<file path="config.mk">
export PLATFORM = sky130hd
export DESIGN_NAME = board_specific_top
export DESIGN_NICKNAME = d
export VERILOG_FILES = /design/src/verilog/board_pkg.sv /design/src/verilog/seg_pkg.sv /design/src/verilog/tick_timer.sv /design/src/verilog/bcd_counter.sv /design/src/verilog/stopwatch_fsm.sv /design/src/verilog/seg_display.sv /design/src/verilog/top.sv /design/src/verilog/board_specific_top.sv
export SDC_FILE = /design/constraint.sdc
export NUM_CORES = 1
export LEC_CHECK = 0
export BUFFER_PORTS_ARGS = -buffer_cell sky130_fd_sc_hd__buf_2
export CORE_MARGIN = 2
export CORE_UTILIZATION = 30
export DETAILED_ROUTE_END_ITERATION = 10
export PLACE_DENSITY_LB_ADDON = 0.08
export SKIP_LAST_GASP = 1
export SLEW_MARGIN = 40
export SYNTH_ARGS = -nofsm -noshare
export SYNTH_HDL_FRONTEND = slang
export SYNTH_HIERARCHICAL = 1
export SYNTH_SLANG_ARGS = --single-unit
</file>
<file path="constraint.sdc">
create_clock -name clkin_50 -period 2.78 [get_ports clkin_50]
set_clock_uncertainty 0.05 [all_clocks]
set_input_delay 0.278 -clock clkin_50 [delete_from_list [all_inputs] [get_ports clkin_50]]
set_output_delay 0.278 -clock clkin_50 [all_outputs]
set_load 0.01 [all_outputs]
</file>
<file path="src/verilog/board_pkg.sv">
// stopwatch run-state type and key index constants.

`default_nettype none

package board_pkg;

    // what the stopwatch is doing right now.
    typedef enum logic [1:0] {
        st_stopped  = 2'd0,
        st_running  = 2'd1,
        st_clearing = 2'd2
    } run_state_t;

    // positions within the key vector, after inversion.
    localparam int key_run   = 0;  // start / stop.
    localparam int key_clear = 1;  // zero the count, stopped only.

endpackage

`default_nettype wire

</file>
<file path="src/verilog/seg_pkg.sv">
// seven-segment pattern type and hex digit lookup table.

`default_nettype none

package seg_pkg;

    // abcdefgh order, h is the decimal point, 1 lights the segment.
    typedef logic [7:0] seg_t;

    // patterns for 0 through F, decimal point always dark.
    localparam seg_t seg_digits [16] = '{
        8'b1111_1100,  // 0.
        8'b0110_0000,  // 1.
        8'b1101_1010,  // 2.
        8'b1111_0010,  // 3.
        8'b0110_0110,  // 4.
        8'b1011_0110,  // 5.
        8'b1011_1110,  // 6.
        8'b1110_0000,  // 7.
        8'b1111_1110,  // 8.
        8'b1111_0110,  // 9.
        8'b1110_1110,  // A.
        8'b0011_1110,  // b.
        8'b1001_1100,  // C.
        8'b0111_1010,  // d.
        8'b1001_1110,  // E.
        8'b1000_1110   // F.
    };

endpackage

`default_nettype wire

</file>
<file path="src/verilog/tick_timer.sv">
// free-running dividers for the count tick and the display refresh strobe.

`default_nettype none

module tick_timer
# (
    parameter tick_cycles    = 500000,
              refresh_cycles = 50000
)
(
    input  wire  clk,
    input  wire  rst,
    output logic tick,
    output logic refresh
);

    localparam int w_tick    = tick_cycles    > 1 ? $clog2(tick_cycles)    : 1;
    localparam int w_refresh = refresh_cycles > 1 ? $clog2(refresh_cycles) : 1;

    localparam logic [w_tick    - 1:0] tick_last    = w_tick'(tick_cycles - 1);
    localparam logic [w_refresh - 1:0] refresh_last = w_refresh'(refresh_cycles - 1);

    logic [w_tick    - 1:0] tick_cnt;
    logic [w_refresh - 1:0] refresh_cnt;

    always_ff @(posedge clk) begin
        if (rst) begin
            tick_cnt <= '0;
            tick     <= 1'b0;
        end else begin
            tick     <= (tick_cnt == tick_last);  // one pulse per wrap.
            tick_cnt <= (tick_cnt == tick_last) ? '0 : tick_cnt + 1'b1;
        end
    end

    always_ff @(posedge clk) begin
        if (rst) begin
            refresh_cnt <= '0;
            refresh     <= 1'b0;
        end else begin
            refresh     <= (refresh_cnt == refresh_last);
            refresh_cnt <= (refresh_cnt == refresh_last) ? '0 : refresh_cnt + 1'b1;
        end
    end

endmodule

`default_nettype wire

</file>
<file path="src/verilog/bcd_counter.sv">
// multi-digit bcd up counter with a four-phase handshaken clear.

`default_nettype none

module bcd_counter
# (
    parameter w_digit = 4
)
(
    input  wire                       clk,
    input  wire                       rst,
    input  wire                       tick,
    input  wire                       count_en,
    input  wire                       clear_req,
    output logic [4 * w_digit - 1:0]  bcd,
    output logic                      clear_ack
);

    logic [4 * w_digit - 1:0] bcd_next;
    logic                     carry;

    // ripple the +1 up through the digits, 9 rolls to 0.
    always_comb begin
        carry    = 1'b1;
        bcd_next = bcd;
        for (int i = 0; i < w_digit; i++) begin
            if (carry) begin
                if (bcd[4 * i +: 4] == 4'd9) begin
                    bcd_next[4 * i +: 4] = 4'd0;
                end else begin
                    bcd_next[4 * i +: 4] = bcd[4 * i +: 4] + 4'd1;
                    carry                = 1'b0;
                end
            end
        end
    end

    always_ff @(posedge clk) begin
        if (rst) begin
            bcd       <= '0;
            clear_ack <= 1'b0;
        end else if (clear_req) begin
            bcd       <= '0;     // clear wins over a tick.
            clear_ack <= 1'b1;
        end else begin
            clear_ack <= 1'b0;   // req seen low, release ack.
            if (tick && count_en)
                bcd <= bcd_next;
        end
    end

endmodule

`default_nettype wire

</file>
<file path="src/verilog/stopwatch_fsm.sv">
// key synchronizer, rising edge detect and run/stop/clear state machine.

`default_nettype none

module stopwatch_fsm
# (
    parameter w_key = 4
)
(
    input  wire                     clk,
    input  wire                     rst,
    input  wire  [w_key - 1:0]      key,
    input  wire                     clear_ack,
    output board_pkg::run_state_t   state,
    output logic                    count_en,
    output logic                    clear_req
);

    logic [w_key - 1:0] key_meta;
    logic [w_key - 1:0] key_sync;
    logic [w_key - 1:0] key_prev;
    logic [w_key - 1:0] key_rise;

    // two flops against metastability, a third for the edge.
    always_ff @(posedge clk) begin
        if (rst) begin
            key_meta <= '0;
            key_sync <= '0;
            key_prev <= '0;
        end else begin
            key_meta <= key;
            key_sync <= key_meta;
            key_prev <= key_sync;
        end
    end

    assign key_rise = key_sync & ~ key_prev;
    assign count_en = (state == board_pkg::st_running);

    always_ff @(posedge clk) begin
        if (rst) begin
            state     <= board_pkg::st_stopped;
            clear_req <= 1'b0;
        end else begin
            case (state)
                board_pkg::st_stopped:
                    if (key_rise[board_pkg::key_run]) begin
                        state <= board_pkg::st_running;
                    end else if (key_rise[board_pkg::key_clear]) begin
                        state     <= board_pkg::st_clearing;
                        clear_req <= 1'b1;  // hold until acked.
                    end
                board_pkg::st_running:
                    if (key_rise[board_pkg::key_run])
                        state <= board_pkg::st_stopped;
                board_pkg::st_clearing:
                    // drop req on ack, leave once ack has fallen too.
                    if (clear_ack)
                        clear_req <= 1'b0;
                    else if (!clear_req)
                        state <= board_pkg::st_stopped;
                default:
                    state <= board_pkg::st_stopped;
            endcase
        end
    end

endmodule

`default_nettype wire

</file>
<file path="src/verilog/seg_display.sv">
// digit scan register and segment decoder for a multiplexed display.

`default_nettype none

module seg_display
# (
    parameter w_digit = 4
)
(
    input  wire                       clk,
    input  wire                       rst,
    input  wire                       refresh,
    input  wire  [4 * w_digit - 1:0]  bcd,
    output seg_pkg::seg_t             abcdefgh,
    output logic [w_digit - 1:0]      digit
);

    localparam int w_idx = w_digit > 1 ? $clog2(w_digit) : 1;
    localparam logic [w_idx - 1:0] idx_last = w_idx'(w_digit - 1);

    logic [w_idx - 1:0] scan;
    logic [3:0]         nibble;

    assign nibble = bcd[4 * scan +: 4];

    // step to the next position on each refresh strobe.
    always_ff @(posedge clk) begin
        if (rst)
            scan <= '0;
        else if (refresh)
            scan <= (scan == idx_last) ? '0 : scan + 1'b1;
    end

    always_ff @(posedge clk) begin
        if (rst)
            digit <= w_digit'(1);  // rightmost digit first.
        else
            digit <= w_digit'(1) << scan;
    end

    // pattern follows the select in the same cycle.
    always_ff @(posedge clk)
        abcdefgh <= seg_pkg::seg_digits[nibble];

endmodule

`default_nettype wire

</file>
<file path="src/verilog/top.sv">
// board-neutral stopwatch core: fsm, timer, bcd counter, display and leds.

`default_nettype none

module top
# (
    parameter clk_mhz        = 50,
              w_key          = 4,
              w_sw           = 8,
              w_led          = 8,
              w_digit        = 4,
              tick_cycles    = clk_mhz * 10000,
              refresh_cycles = clk_mhz * 1000
)
(
    input  wire                     clk,
    input  wire                     rst,
    input  wire  [w_key - 1:0]      key,
    input  wire  [w_sw  - 1:0]      sw,      // switches not used yet.
    output logic [w_led - 1:0]      led,
    output seg_pkg::seg_t           abcdefgh,
    output logic [w_digit - 1:0]    digit
);

    board_pkg::run_state_t   state;
    logic                    count_en;
    logic                    clear_req;
    logic                    clear_ack;
    logic                    tick;
    logic                    refresh;
    logic [4 * w_digit - 1:0] bcd;

    always_comb begin
        led    = '0;
        led[0] = (state == board_pkg::st_running);
        led[1] = (state == board_pkg::st_clearing);
    end

    stopwatch_fsm # (.w_key (w_key)) i_fsm (
        .clk, .rst, .key, .clear_ack,
        .state, .count_en, .clear_req
    );

    tick_timer # (
        .tick_cycles    ( tick_cycles    ),
        .refresh_cycles ( refresh_cycles )
    ) i_timer (
        .clk, .rst, .tick, .refresh
    );

    bcd_counter # (.w_digit (w_digit)) i_counter (
        .clk, .rst, .tick, .count_en, .clear_req,
        .bcd, .clear_ack
    );

    seg_display # (.w_digit (w_digit)) i_display (
        .clk, .rst, .refresh, .bcd,
        .abcdefgh, .digit
    );

endmodule

`default_nettype wire

</file>
<file path="src/verilog/board_specific_top.sv">
// board wrapper: active-low pin inversion, clock and reset pick, core instance.

`default_nettype none

module board_specific_top
# (
    parameter clk_mhz        = 50,
              w_key          = 4,
              w_sw           = 8,
              w_led          = 8,
              w_digit        = 4,
              tick_cycles    = clk_mhz * 10000,  // hundredths of a second.
              refresh_cycles = clk_mhz * 1000
)
(
    input  wire                 clkin_50,
    input  wire                 clkin_125,
    input  wire                 clkin_sma,
    input  wire                 clkout_sma,

    input  wire                 cpu_resetn,

    input  wire [w_key - 1:0]   user_pb,
    input  wire [w_sw  - 1:0]   user_dipsw,
    output wire [w_led - 1:0]   user_led,

    output wire                 seven_seg_a,
    output wire                 seven_seg_b,
    output wire                 seven_seg_c,
    output wire                 seven_seg_d,
    output wire                 seven_seg_e,
    output wire                 seven_seg_f,
    output wire                 seven_seg_g,
    output wire                 seven_seg_dp,
    output wire                 seven_seg_minus,

    output wire [w_digit    :1] seven_seg_sel,

    output wire                 speaker_out
);

    // only the 50 MHz oscillator clocks the design.
    wire clk = clkin_50;
    wire rst = ~ cpu_resetn;

    seg_pkg::seg_t        abcdefgh;
    wire [w_digit - 1:0] digit;

    assign seven_seg_minus = 1'b0;
    assign speaker_out     = 1'b0;  // no sound here.

    // common-anode display, segments and selects both pull low.
    assign { seven_seg_a, seven_seg_b, seven_seg_c, seven_seg_d,
             seven_seg_e, seven_seg_f, seven_seg_g, seven_seg_dp } = ~ abcdefgh;

    assign seven_seg_sel = ~ digit;

    top
    # (
        .clk_mhz        ( clk_mhz        ),
        .w_key          ( w_key          ),
        .w_sw           ( w_sw           ),
        .w_led          ( w_led          ),
        .w_digit        ( w_digit        ),
        .tick_cycles    ( tick_cycles    ),
        .refresh_cycles ( refresh_cycles )
    )
    i_top
    (
        .clk      (   clk        ),
        .rst      (   rst        ),
        .key      ( ~ user_pb    ),  // buttons read 0 when pressed.
        .sw       (   user_dipsw ),
        .led      (   user_led   ),
        .abcdefgh (   abcdefgh   ),
        .digit    (   digit      )
    );

endmodule

`default_nettype wire

</file>
==> metrics.txt <==
count of pins over their slew limit 0; post-synthesis cell count 409; clock latency on the worst-skew pair between 0.3 and 0.4 ns; initial antenna violation count 0; R2R cell count 5; status complete, no violations; CP Cell Sequence nor2b_1 > and3_1 > nand3_1 > or4_1 > a21oi_1; die area 0.0135 sq mm; peak supply drop 0.218 mV; Residual DRC 0; worst path bufs/invs 0; dpl hpwl about 5000 um; r2r setup slk around 0.73 ns; CP max FO 9; hold path start user_pb[0]; RSZ-0062 raised after global routing no; CP Capture Type register; Hold Worst Slack 0.150 ns; Worst Hold Path Cells 3; IO buf count 16; CTS Hold Bufs 0; fin crit period 2.05 ns; CP peak stage delay approximately 0.44 ns; Leak 1.64 nW; vias post-DR about 2700; Reg-to-Reg Start i_top/i_fsm/state[0]$_SDFFE_PP0P_; r2r endpoint i_top/i_counter/bcd[12]$_SDFFE_PP0P_; final hold violation count 0; PwrDens 573 mW/mm^2; vias in the first global route approximately 2600; pin count of the biggest net entering global routing 17; DRT antenna net count 0; nets@finish around 450; clock-pin slew on the worst setup and hold paths 0.06 ns; die height 116 um; clock sinks 76; setup TNS 0 ns; CP startpoint kind register; CP Class register to register; CTS Root Cell clkbuf_16; wire per inst 11.9 um; setup violators final 0; Fmax achieved just under 500 MHz; wire length of the first global-routing pass 12300 um; Iter 0 DRT Violations 92; grt ovf 0; fraction of layout cells with a size suffix above 1 13.7%; setup bufs post-CTS 0; Worst Path Arrival 2.25 ns; CTS Buffer Depth 2; CP top delay family simple AND/OR/NAND/NOR gates; Final Power 2.46 mW; Hold WC Path Type primary input to register; Initial Util 30.3%; core area 0.0125 sq mm; CTS tree yes; maxcap violations 0; io pins 39; synthesized area approximately 0.0038 sq mm; vias per inst about 4.5; WHS Endpoint i_top/i_fsm/key_meta[0]$_SDFF_PP0_; Synth warnings 6; slowest CP cell or4_1; Avg Cell Area, Syn between 9 and 10 sq um; CTS H-Tree Depth 3; Area Overhead vs Synth 13.7%; # resized after CTS 0; routed wire length a little over 7000 um; Rows 41; ratio of final minimum period to clock period 73.6%; n_diodes 0; Placer Congestion 0.717; Die X 116 um; Worst Path Required 2.99 ns; cell area after placement ~0.0040 sq mm; DR pass1 iterations 6; Tot GR Track Use 11.6%; fin area 0.00430 sq mm; Num CTS Buffers 9
==> worst register-to-register path, stage by stage (launching register included) <==
cell and delay, ns:
dfxtp_1 0.42, nor2b_1 0.23, and3_1 0.43, nand3_1 0.24, or4_1 0.44, a21oi_1 0.15
==> flip-flops by register name, indices dropped and copies added, names as in the netlist <==
signal,cells
i_top/i_counter/bcd,16
i_top/i_fsm/state,2
i_top/i_fsm/key_meta,2
i_top/i_fsm/key_sync,2
i_top/i_timer/tick,1
i_top/i_display/digit,4
i_top/i_timer/refresh_cnt,16
i_top/i_display/scan,2
i_top/i_timer/tick_cnt,19
i_top/i_fsm/key_prev,2
i_top/i_counter/clear_ack,1
i_top/i_timer/refresh,1
i_top/i_display/abcdefgh,7
i_top/i_fsm/clear_req,1
==> layer usage <==
layer	up-vias	global-route usage (%)	part of all wire, %
met5	-	0	0
met4	0	3.33	1.1
met3	4	4.88	3.2
met2	28	19.0	48
met1	1267	14.0	48
li1	1424	-	-
==> cells in the final DEF (no fill, tap or decap), drive strengths merged, types with 2 or more instances in the layout <==
cell	n
mux4	5
clkbuf	12
xnor2	16
and2	3
or4b	4
nand4b	2
nor3	7
ha	11
a221oi	2
nor4	2
xor2	22
conb	9
nand4	17
mux2i	3
or3	4
or4	6
or2	5
and4bb	3
dfxtp	76
nor3b	5
a21oi	22
buf	21
nand2	25
clkinv	2
nand3	10
a31oi	2
and4	6
bufinv	2
o32ai	2
and2b	3
inv	30
o21ai	6
nor2	47
and3	9
o31ai	4
nand3b	2
nor2b	14
==> final cells by class <==
| class | count | area, sq um |
|---|---|---|
| Timing Repair Buffer | 21 | 118 |
| Multi-Input combinational cell | 287 | 2000 |
| Sequential cell | 76 | 1520 |
| Inverter | 30 | 113 |
| Fill cell | 1302 | 8170 |
| Clock buffer | 12 | 267 |
| Tap cell | 172 | 215 |
| Clock inverter | 4 | 70.1 |
==> where the power goes <==
part / switching [mW] / total, mW / leakage, nW / internal [mW]
registers: 0.0103 / 1.11 / 0.615 / 1.10
clock network: 0.436 / 1.29 / 0.169 / 0.856
logic: 0.0374 / 0.0595 / 0.855 / 0.0222
==> through the flow <==
step	utilization (%)	setup WS [ns]	std cells
final	34.5	0.735	602
after CTS	34.5	0.710	602
after global placement	31.8	0.746	586
after detailed placement	31.8	0.730	586
after floorplan	-	0.754	415
after global routing	34.5	0.541	602
==> how the worst max path moves through the flow <==
| stage | end | cells after the start | start |
|---|---|---|---|
| 3_5_place_dp | i_top/i_display/abcdefgh[4]$_DFF_P_ | 6 | i_top/i_display/scan[0]$_SDFFE_PP0P_ |
| 4_1_cts | i_top/i_display/abcdefgh[4]$_DFF_P_ | 5 | i_top/i_display/scan[0]$_SDFFE_PP0P_ |
| 5_1_grt | i_top/i_counter/bcd[12]$_SDFFE_PP0P_ | 5 | i_top/i_fsm/state[0]$_SDFFE_PP0P_ |
| 2_1_floorplan | i_top/i_display/abcdefgh[4]$_DFF_P_ | 6 | i_top/i_display/scan[0]$_SDFFE_PP0P_ |
| 3_3_place_gp | i_top/i_display/abcdefgh[4]$_DFF_P_ | 5 | i_top/i_display/scan[0]$_SDFFE_PP0P_ |
| 6_report | i_top/i_counter/bcd[12]$_SDFFE_PP0P_ | 5 | i_top/i_fsm/state[0]$_SDFFE_PP0P_ |
No activity file was read; power rests on OpenSTA's default activity.
